## src/logic/iq_params.svh

```systemverilog
`ifndef IQ_PARAMS_SVH
`define IQ_PARAMS_SVH

// number of issue queue entries, the ring wraps at this value
`define IQ_ENTRIES 8

// instructions the dispatch stage may accept on one clock
`define QSLOTS 2

// reorder-buffer id range, ids count modulo this value
`define RENTRIES 16

// reorder-buffer ids claimed per clock, same as the dispatch width
`define RSLOTS 2

// width of the instruction tag carried through to commit
`define TAG_W 8

`endif
```

## src/logic/iq_pkg.sv

```systemverilog
`include "iq_params.svh"

package iq_pkg;

	// slot index into the issue queue ring
	typedef logic [$clog2(`IQ_ENTRIES)-1:0] iq_idx_t;
	// reorder-buffer id, wide enough for the whole id range
	typedef logic [$clog2(`RENTRIES)-1:0] rob_id_t;
	// opaque instruction tag, only carried and reported
	typedef logic [`TAG_W-1:0] tag_t;
	// number of instructions dispatched on one clock, 0 up to QSLOTS
	typedef logic [$clog2(`QSLOTS+1)-1:0] cnt_t;
	// queue occupancy or free space, 0 up to IQ_ENTRIES
	typedef logic [$clog2(`IQ_ENTRIES+1)-1:0] occ_t;

endpackage

```

## src/logic/iq_top.sv

```systemverilog
`timescale 1ns/1ps
`include "iq_params.svh"

module iq_top import iq_pkg::*; (
	input  logic               clk_i,
	input  logic               rst_i,
	input  logic [`QSLOTS-1:0] in_valid,
	input  tag_t               in_tag0,
	input  tag_t               in_tag1,
	input  logic [`QSLOTS-1:0] in_branch,
	input  logic [`QSLOTS-1:0] in_mispred,
	input  logic               retire_en,
	output logic               in_ready,
	output logic               commit_valid,
	output tag_t               commit_tag,
	output rob_id_t            commit_rid,
	output logic               branchmiss
);

	// dispatch to queue and tails
	occ_t                   free_cnt;
	logic [`QSLOTS-1:0]     wr_en;
	tag_t                   wr_tag0;
	tag_t                   wr_tag1;
	logic [`QSLOTS-1:0]     wr_branch;
	logic [`QSLOTS-1:0]     wr_mispred;
	cnt_t                   queued_cnt;

	// tails to queue
	iq_idx_t                iq_tails [0:`QSLOTS-1];
	rob_id_t                rob_tails [0:`RSLOTS-1];

	// queue to retire, and the flush going back
	logic                   pop;
	logic                   head_valid;
	tag_t                   head_tag;
	rob_id_t                head_rid;
	logic                   head_branch;
	logic                   head_mispred;
	logic [`IQ_ENTRIES-1:0] iq_valid;
	rob_id_t                iq_rid [0:`IQ_ENTRIES-1];
	logic [`IQ_ENTRIES-1:0] iq_stomp;

	// every block uses the same names for the signals it shares
	dispatch_stage u_dispatch_stage (.*);
	tail_ptrs      u_tail_ptrs (.*);
	issue_queue    u_issue_queue (.*);
	retire_stage   u_retire_stage (.*);

endmodule

```

## src/logic/retire_stage.sv

```systemverilog
`timescale 1ns/1ps
`include "iq_params.svh"

module retire_stage import iq_pkg::*; (
	input  logic                   clk_i,
	input  logic                   rst_i,
	input  logic                   retire_en,
	input  logic                   head_valid,
	input  tag_t                   head_tag,
	input  rob_id_t                head_rid,
	input  logic                   head_branch,
	input  logic                   head_mispred,
	input  logic [`IQ_ENTRIES-1:0] iq_valid,
	output logic                   pop,
	output logic                   commit_valid,
	output tag_t                   commit_tag,
	output rob_id_t                commit_rid,
	output logic                   branchmiss,
	output logic [`IQ_ENTRIES-1:0] iq_stomp
);

	// the entry leaving the queue now is a mispredicted branch
	logic pop_miss;

	// ============================================================
	// pop decision
	// ============================================================

	// retire_en is the consumer's back-pressure
	// the flush cycle never pops, since the head it would see is being stomped
	assign pop = head_valid && retire_en && !branchmiss;

	// both bits are needed, a mispredict flag on a non-branch is ignored
	assign pop_miss = pop && head_branch && head_mispred;

	// ============================================================
	// commit report
	// ============================================================

	// each pop gives exactly one commit pulse on the next cycle
	always_ff @(posedge clk_i) begin
		if (rst_i) begin
			commit_valid <= 1'b0;
			branchmiss   <= 1'b0;
		end else begin
			commit_valid <= pop;
			// lines up with the commit of the branch itself
			branchmiss   <= pop_miss;
		end
	end

	// tag and id hold their last value between commits
	always_ff @(posedge clk_i) begin
		if (pop) begin
			commit_tag <= head_tag;
			commit_rid <= head_rid;
		end
	end

	// ============================================================
	// flush
	// ============================================================

	// the branch is already gone from the queue, so every valid entry left is
	// younger than it and gets stomped
	assign iq_stomp = branchmiss ? iq_valid : '0;

endmodule

```

## src/logic/issue_queue.sv

```systemverilog
`timescale 1ns/1ps
`include "iq_params.svh"

module issue_queue import iq_pkg::*; (
	input  logic                   clk_i,
	input  logic                   rst_i,
	input  logic [`QSLOTS-1:0]     wr_en,
	input  tag_t                   wr_tag0,
	input  tag_t                   wr_tag1,
	input  logic [`QSLOTS-1:0]     wr_branch,
	input  logic [`QSLOTS-1:0]     wr_mispred,
	input  iq_idx_t                iq_tails [0:`QSLOTS-1],
	input  rob_id_t                rob_tails [0:`RSLOTS-1],
	input  logic                   pop,
	input  logic                   branchmiss,
	input  logic [`IQ_ENTRIES-1:0] iq_stomp,
	output occ_t                   free_cnt,
	output logic                   head_valid,
	output tag_t                   head_tag,
	output rob_id_t                head_rid,
	output logic                   head_branch,
	output logic                   head_mispred,
	output logic [`IQ_ENTRIES-1:0] iq_valid,
	output rob_id_t                iq_rid [0:`IQ_ENTRIES-1]
);

	// entry payload
	tag_t                   q_tag [0:`IQ_ENTRIES-1];
	rob_id_t                q_rid [0:`IQ_ENTRIES-1];
	logic [`IQ_ENTRIES-1:0] q_branch;
	logic [`IQ_ENTRIES-1:0] q_mispred;

	// entry state and ring bookkeeping
	logic [`IQ_ENTRIES-1:0] q_valid;
	iq_idx_t                head;
	occ_t                   occ;

	// per-slot view of the write tags
	tag_t                   wr_tag [0:`QSLOTS-1];
	logic [`IQ_ENTRIES-1:0] valid_nxt;
	occ_t                   wr_cnt;
	occ_t                   stomp_cnt;

	assign wr_tag[0] = wr_tag0;
	assign wr_tag[1] = wr_tag1;

	// ============================================================
	// next valid vector and occupancy terms
	// ============================================================

	always_comb begin
		wr_cnt    = '0;
		stomp_cnt = '0;
		valid_nxt = q_valid;
		for (int k = 0; k < `QSLOTS; k++) begin
			if (wr_en[k]) begin
				valid_nxt[iq_tails[k]] = 1'b1;
				wr_cnt = wr_cnt + occ_t'(1);
			end
		end
		// a pop never meets a write on the same slot, a full queue takes no writes
		if (pop) begin
			valid_nxt[head] = 1'b0;
		end
		// stomp is all zero outside a miss cycle
		for (int n = 0; n < `IQ_ENTRIES; n++) begin
			stomp_cnt = stomp_cnt + occ_t'(iq_stomp[n]);
		end
		valid_nxt = valid_nxt & ~iq_stomp;
	end

	always_ff @(posedge clk_i) begin
		if (rst_i) begin
			q_valid <= '0;
			head    <= '0;
			occ     <= '0;
		end else begin
			q_valid <= valid_nxt;
			occ     <= occ + wr_cnt - occ_t'(pop) - stomp_cnt;
			// the head stays put on a flush, the tails rewind onto it
			if (pop) begin
				head <= head + iq_idx_t'(1);
			end
		end
	end

	// each dispatch slot lands at its own tail with its own id
	always_ff @(posedge clk_i) begin
		for (int k = 0; k < `QSLOTS; k++) begin
			if (wr_en[k]) begin
				q_tag[iq_tails[k]]     <= wr_tag[k];
				q_rid[iq_tails[k]]     <= rob_tails[k];
				q_branch[iq_tails[k]]  <= wr_branch[k];
				q_mispred[iq_tails[k]] <= wr_mispred[k];
			end
		end
	end

	// ============================================================
	// outputs
	// ============================================================

	// no room is offered while the flush is in progress
	assign free_cnt = branchmiss ? '0 : occ_t'(`IQ_ENTRIES) - occ;

	assign head_valid   = q_valid[head];
	assign head_tag     = q_tag[head];
	assign head_rid     = q_rid[head];
	assign head_branch  = q_branch[head];
	assign head_mispred = q_mispred[head];

	assign iq_valid = q_valid;
	assign iq_rid   = q_rid;

endmodule

```

## src/logic/tail_ptrs.sv

```systemverilog
`timescale 1ns/1ps
`include "iq_params.svh"

module tail_ptrs import iq_pkg::*; (
	input  logic                   clk_i,
	input  logic                   rst_i,
	input  logic                   branchmiss,
	input  logic [`IQ_ENTRIES-1:0] iq_stomp,
	input  cnt_t                   queued_cnt,
	input  rob_id_t                iq_rid [0:`IQ_ENTRIES-1],
	output iq_idx_t                iq_tails [0:`QSLOTS-1],
	output rob_id_t                rob_tails [0:`RSLOTS-1]
);

	// first slot of the stomped run, its predecessor is not stomped
	iq_idx_t rw_slot;
	// some slot was stomped, so there is something to rewind to
	logic    rw_found;

	// the stomp vector is one contiguous run on the ring, so at most one
	// slot satisfies the start condition
	always_comb begin
		rw_slot  = '0;
		rw_found = 1'b0;
		for (int n = 0; n < `IQ_ENTRIES; n++) begin
			// adding IQ_ENTRIES-1 steps back one slot without going negative
			if (iq_stomp[n] && !iq_stomp[(n + `IQ_ENTRIES - 1) % `IQ_ENTRIES]) begin
				rw_slot  = iq_idx_t'(n);
				rw_found = 1'b1;
			end
		end
	end

	// ============================================================
	// tail update
	// ============================================================

	always_ff @(posedge clk_i) begin
		if (rst_i) begin
			// consecutive slots and ids starting from zero
			for (int n = 0; n < `QSLOTS; n++) begin
				iq_tails[n] <= iq_idx_t'(n);
			end
			for (int n = 0; n < `RSLOTS; n++) begin
				rob_tails[n] <= rob_id_t'(n);
			end
		end else if (!branchmiss) begin
			// the same dispatch count moves both the slots and the ids
			for (int n = 0; n < `QSLOTS; n++) begin
				iq_tails[n] <= iq_idx_t'((iq_tails[n] + queued_cnt) % `IQ_ENTRIES);
			end
			for (int n = 0; n < `RSLOTS; n++) begin
				rob_tails[n] <= rob_id_t'((rob_tails[n] + queued_cnt) % `RENTRIES);
			end
		end else if (rw_found) begin
			// reload from the oldest stomped entry and the id it was given
			for (int j = 0; j < `QSLOTS; j++) begin
				iq_tails[j] <= iq_idx_t'((rw_slot + j) % `IQ_ENTRIES);
			end
			for (int j = 0; j < `RSLOTS; j++) begin
				rob_tails[j] <= rob_id_t'((iq_rid[rw_slot] + j) % `RENTRIES);
			end
		end
		// a miss with nothing stomped leaves the tails on the head already
	end

endmodule

```

## src/logic/dispatch_stage.sv

```systemverilog
`timescale 1ns/1ps
`include "iq_params.svh"

// purely combinational producer side of the issue queue
// clock and reset only keep the port list the same as the other stages
module dispatch_stage import iq_pkg::*; (
	input  logic               clk_i,
	input  logic               rst_i,
	input  logic [`QSLOTS-1:0] in_valid,
	input  tag_t               in_tag0,
	input  tag_t               in_tag1,
	input  logic [`QSLOTS-1:0] in_branch,
	input  logic [`QSLOTS-1:0] in_mispred,
	input  occ_t               free_cnt,
	output logic               in_ready,
	output logic [`QSLOTS-1:0] wr_en,
	output tag_t               wr_tag0,
	output tag_t               wr_tag1,
	output logic [`QSLOTS-1:0] wr_branch,
	output logic [`QSLOTS-1:0] wr_mispred,
	output cnt_t               queued_cnt
);

	// lanes offered this cycle, whether or not they are taken
	cnt_t offer_cnt;
	// group goes into the queue at the next edge
	logic accept;
	// only the upper lane holds an instruction
	logic lone_hi;

	always_comb begin
		offer_cnt = '0;
		for (int k = 0; k < `QSLOTS; k++) begin
			offer_cnt = offer_cnt + cnt_t'(in_valid[k]);
		end
	end

	// ============================================================
	// handshake
	// ============================================================

	// free space must cover every offered lane
	// a zero free count (full queue or flush cycle) always reads as not ready
	assign in_ready = (free_cnt != '0) && (free_cnt >= occ_t'(offer_cnt));
	assign accept   = in_ready && (offer_cnt != '0);

	// the tail pointers only advance by a count, so slots must fill from slot 0 up
	assign lone_hi = in_valid[1] && !in_valid[0];

	// slot 0 is written by any accepted group, slot 1 only by a full pair
	assign wr_en[0] = accept;
	assign wr_en[1] = accept && (offer_cnt == cnt_t'(2));

	// ============================================================
	// lane compaction
	// ============================================================

	// a lone lane 1 instruction moves down into slot 0
	assign wr_tag0       = lone_hi ? in_tag1 : in_tag0;
	assign wr_branch[0]  = lone_hi ? in_branch[1] : in_branch[0];
	assign wr_mispred[0] = lone_hi ? in_mispred[1] : in_mispred[0];

	// slot 1 is only ever fed from lane 1
	assign wr_tag1       = in_tag1;
	assign wr_branch[1]  = in_branch[1];
	assign wr_mispred[1] = in_mispred[1];

	// zero unless the group is actually taken
	assign queued_cnt = accept ? offer_cnt : '0;

endmodule

```

## config.mk

```make
export PLATFORM = sky130hd
export DESIGN_NAME = iq_top
export DESIGN_NICKNAME = d
export VERILOG_FILES = /design/src/logic/iq_pkg.sv /design/src/logic/iq_top.sv /design/src/logic/retire_stage.sv /design/src/logic/issue_queue.sv /design/src/logic/tail_ptrs.sv /design/src/logic/dispatch_stage.sv
export VERILOG_INCLUDE_DIRS = /design/src /design/src/logic
export SDC_FILE = /design/constraint.sdc
export NUM_CORES = 1
export LEC_CHECK = 0
export BUFFER_PORTS_ARGS = -buffer_cell sky130_fd_sc_hd__buf_2
export CORE_MARGIN = 8
export CORE_UTILIZATION = 40
export DETAILED_ROUTE_END_ITERATION = 10
export PLACE_DENSITY = 0.67
export SYNTH_ARGS = -nofsm -noshare
export SYNTH_HDL_FRONTEND = slang
export SYNTH_HIERARCHICAL = 1
export SYNTH_SLANG_ARGS = --single-unit
```

## constraint.sdc

```tcl
create_clock -name clk_i -period 10 [get_ports clk_i]
set_input_delay 1 -clock clk_i [delete_from_list [all_inputs] [get_ports clk_i]]
set_output_delay 1 -clock clk_i [all_outputs]
set_load 0.1 [all_outputs]
```

==> tab_implementation.tex <==
\begin{tabular}{lr}
\hline
Metric & Value \\
\hline
\multicolumn{2}{l}{\textbf{Global route}} \\
\quad Global-route total usage across every layer & 16.3\% \\
\quad Maximum number of pins on one net before global-route repair & 38 \\
\quad Wire length of the first global-routing pass & 35800 um \\
\quad Initial antenna violation count & 1 \\
\quad Via count of the first global-routing pass & $\sim$6.3k \\
\quad Global route overflow & 0 \\
\multicolumn{2}{l}{\textbf{Yosys}} \\
\quad Largest family of logic cells by synthesized area & multiplexers \\
\quad Synth area leader & edfxtp\_1 \\
\quad Xor/xnor cell area share of the yosys netlist & 1.00\% \\
\quad Count of flip-flops with a built-in enable after synthesis & 76 \\
\quad Register bit total from synthesis & 158 \\
\quad Warnings, synthesis & 6 \\
\quad Syn\_nets & between 800 and 900 \\
\quad Arithmetic-cell share of the synthesized area counting full adders, half adders and majority gates & under 10\% \\
\quad Async set-or-reset flop fraction in the synthesized netlist & 0\% \\
\quad Simple-gate share of the synthesized area & 11.4\% \\
\quad Post-synthesis cell count & 786 \\
\quad Number of distinct library cells after synthesis & between 70 and 80 \\
\quad Synthesized area & a little over 0.009 mm\^{}2 \\
\quad Area contributors post-synth & edfxtp\_1 25\%, dfxtp\_1 18\%, mux2\_2 10\% \\
\quad Multiplexer share of the synthesized area & between 20\% and 30\% \\
\quad Post-synthesis sequential area ratio & 42.5\% \\
\quad Yosys top cell area share & between 20\% and 30\% \\
\quad Main synth FF type & dfxtp\_1 \\
\quad Mapped Avg Cell Area & 11.7 um\^{}2 \\
\quad Fraction of the mapped netlist area in compound gates & approximately 9.0\% \\
\multicolumn{2}{l}{\textbf{Drt}} \\
\quad Vias per cell & between 5 and 6 \\
\quad Wire length after detailed routing & 22600 um \\
\quad DRC Markers & 0 \\
\quad Drt initial violations & 574 \\
\quad Routed length per instance & 20.8 um \\
\quad Router iterations before antenna repair & 5 \\
\quad Final ANT Viol Nets & 0 \\
\quad DR vias & 6165 \\
\multicolumn{2}{l}{\textbf{CTS}} \\
\quad Insertion delay of the later-clocked pin in the worst-skew pair & approximately 440 ps \\
\quad Resized Gates After CTS & 0 \\
\quad Maximum level of the CTS H-tree & 4 \\
\quad Clk root buf & clkbuf\_16 \\
\quad Clock transition at the registers of the reported paths & 60 ps \\
\quad Clock Path Buffers & 2 \\
\quad Clock buffers created by TritonCTS & 17 \\
\quad Number of buffers inserted by post-CTS setup repair & 0 \\
\quad Quantity of hold-fixing buffers added after cts & 0 \\
\quad Clock tree from TritonCTS & done \\
\quad TritonCTS sink count & roughly 160 \\
\multicolumn{2}{l}{\textbf{Timing}} \\
\quad Max-slew headroom & 33.5\% \\
\quad Final period utilization & about 44\% \\
\quad Worst Skew & between 10 and 15 ps \\
\quad Total negative setup slack & 0 ps \\
\quad Setup repair after global routing missed its margin & no \\
\quad Actual transition at the worst max-transition pin & 996 ps \\
\quad Number of setup violations in the final report & 0 \\
\quad Fmax & 0.227 GHz \\
\quad Final number of max-transition violations & 0 \\
\quad Number of hold violations in the final report & 0 \\
\quad Final worst path period need & 4410 ps \\
\multicolumn{2}{l}{\textbf{Run}} \\
\quad Count of maximum capacitance violations & 0 \\
\multicolumn{2}{l}{\textbf{Floorplanning}} \\
\quad Die Footprint & 0.0282 mm\^{}2 \\
\quad Die outline width & 168 um \\
\quad Standard-cell rows & 55 \\
\quad Initial cell density of the core & 40.8\% \\
\quad Core region area & 0.0226 mm\^{}2 \\
\quad Number of primary I/O pins & 40 \\
\quad Die Y-Extent & roughly 170 um \\
\multicolumn{2}{l}{\textbf{Place}} \\
\quad Global placement routability congestion & 0.798 \\
\quad Placed wire-length estimate after detailed placement & 14400 um \\
\quad Count of buffers from port buffering & 39 \\
\quad Placed instance area & 0.00950 mm\^{}2 \\
\multicolumn{2}{l}{\textbf{Worst setup path}} \\
\quad CP required & 10280 ps \\
\quad Worst-path fanout max & 9 \\
\quad Startpoint Class & primary input \\
\quad Kind of critical path & primary input to flop \\
\quad Kind of capture point of the worst setup path & flop \\
\quad Crit path arrival time & 4690 ps \\
\multicolumn{2}{l}{\textbf{Finish}} \\
\quad Area growth from synthesis to layout & 9.25\% \\
\quad Filler instances & 2032 \\
\quad Layout cells sized above 1 & 28.3\% \\
\quad Post-route core utilization & 44.5\% \\
\quad Ant diodes & 0 \\
\quad Post-route cell area & 0.0101 mm\^{}2 \\
\quad Nets & 851 \\
\multicolumn{2}{l}{\textbf{Min path}} \\
\quad Path class of the lowest-slack min-delay path & flop to flop \\
\multicolumn{2}{l}{\textbf{Pwr}} \\
\quad Total power consumption of the routed design & around 2.6 mW \\
\quad Worst IR Drop VDD & 0.000138 V \\
\quad Power per cell area & approximately 250 mW/mm\^{}2 \\
\quad Leak Pwr & 3.84 nW \\
\multicolumn{2}{l}{\textbf{Outcome}} \\
\quad Result of the run & completed \\
\hline
\end{tabular}
## worst paths after layout
| path | from | endpoint | slack, ps | cells after the start |
|---|---|---|---|---|
| worst min register to register | u_issue_queue/iq_valid[6]$_SDFF_PP0_ | u_issue_queue/iq_valid[6]$_SDFF_PP0_ | 500 | 1 |
| worst min-delay path | u_issue_queue/iq_valid[6]$_SDFF_PP0_ | u_issue_queue/iq_valid[6]$_SDFF_PP0_ | 500 | 1 |
| worst max-delay path | in_valid[0] | u_issue_queue/occ[3]$_SDFF_PP0_ | 5590 | 17 |
| worst max register to register | u_issue_queue/head[2]$_SDFFE_PP0P_ | u_issue_queue/occ[3]$_SDFF_PP0_ | 5680 | 15 |
## worst max-delay path, cell delays in order
cell       delay [ps]
buf_2             100
inv_1              60
ha_1              310
ha_1              280
nand2b_4          130
a2111oi_4          90
nor3b_1           780
ha_1              270
ha_1              120
inv_1              50
fa_1              470
inv_1              50
fa_1              420
ha_1              200
xnor2_1           160
xnor2_1           130
nor2_1             60
## per-layer routing
layer,share of wire [%],wire (um),vias to the layer above,track usage (%)
li1,-,-,2920,-
met1,44,9890,3031,20.5
met4,2.3,524,0,6.37
met2,49,11100,179,27.6
met3,5.0,1130,35,2.88
met5,0,0,-,0
## Yosys cell counts (all sizes together) (10+ instances only)
cell type,count
mux4,30
mux2,90
nand2,48
buf,46
mux2i,51
nor2,49
ha,26
and2,10
nand3,14
a21oi,39
edfxtp,76
inv,34
o21ai,35
clkbuf,22
nor2b,10
fa,11
dfxtp,82
## logic make-up (layout without fill, tap and decap cells)
family,after synthesis,in the layout
adder cells (fa/ha/maj),37,37
AO/OA/AOI/OAI,121,121
flip-flops,158,158
multiplexers,171,171
AND/OR/NAND/NOR,188,188
buffers and inverters,102,118
XOR/XNOR,9,9
## power breakdown
| part | internal, mW | switching (mW) |
|---|---|---|
| logic | 0.395 | 0.502 |
| registers | 0.885 | 0.149 |
| clock network | 0.350 | 0.288 |
| total | 1.63 | 0.939 |
## per-stage QoR
step                      hold slack [ps]  instances  setup WS, ps
after floorplan                       447        786          5110
after global placement                473       1055          5260
after detailed placement              487       1055          5230
after CTS                             499       1087          5660
after global routing                  511       1087          5280
final                                 499       1087          5590
## sequential cells by signal, summed over array words and instances, names as in the netlist, named ones only
signal                       cells
u_issue_queue/occ                4
u_retire_stage/commit_valid      1
u_issue_queue/iq_rid            32
u_retire_stage/commit_tag        8
u_issue_queue/q_branch           8
u_issue_queue/iq_valid           8
u_issue_queue/q_tag             64
u_tail_ptrs/iq_tails             6
u_issue_queue/q_mispred          8
u_retire_stage/branchmiss        1
u_retire_stage/commit_rid        4
u_tail_ptrs/rob_tails            8
u_issue_queue/head               3
## layout by cell type, fill, tap and decap left out, types with 4 or more instances in the layout
master,count
a2111oi_2,5
a211oi_1,5
a21o_1,4
a21oi_1,38
a31oi_1,6
and2_2,8
and3_1,5
and4bb_2,5
buf_2,39
buf_4,13
clkbuf_16,17
dfxtp_1,82
edfxtp_1,76
fa_1,11
ha_1,26
inv_1,32
inv_6,7
mux2_2,86
mux2i_1,51
mux4_1,16
mux4_2,14
nand2_1,48
nand2b_1,7
nand3_1,14
nand4_1,4
nand4b_1,6
nor2_1,48
nor2b_1,10
nor3_1,7
o21a_1,4
o21ai_0,35
or2_2,5
xnor2_1,5
## cell type report
type	instances	area, um^2	share of cell area [%]
repair buffers	52	293	2.90
flip-flops and latches	158	3920	38.9
multi-input cells	526	4800	47.6
well taps	285	357	3.54
clock buffers	17	425	4.22
clock inverters	15	153	1.51
inverters	34	133	1.32
Note: power is estimated with default switching activity, not from simulation.
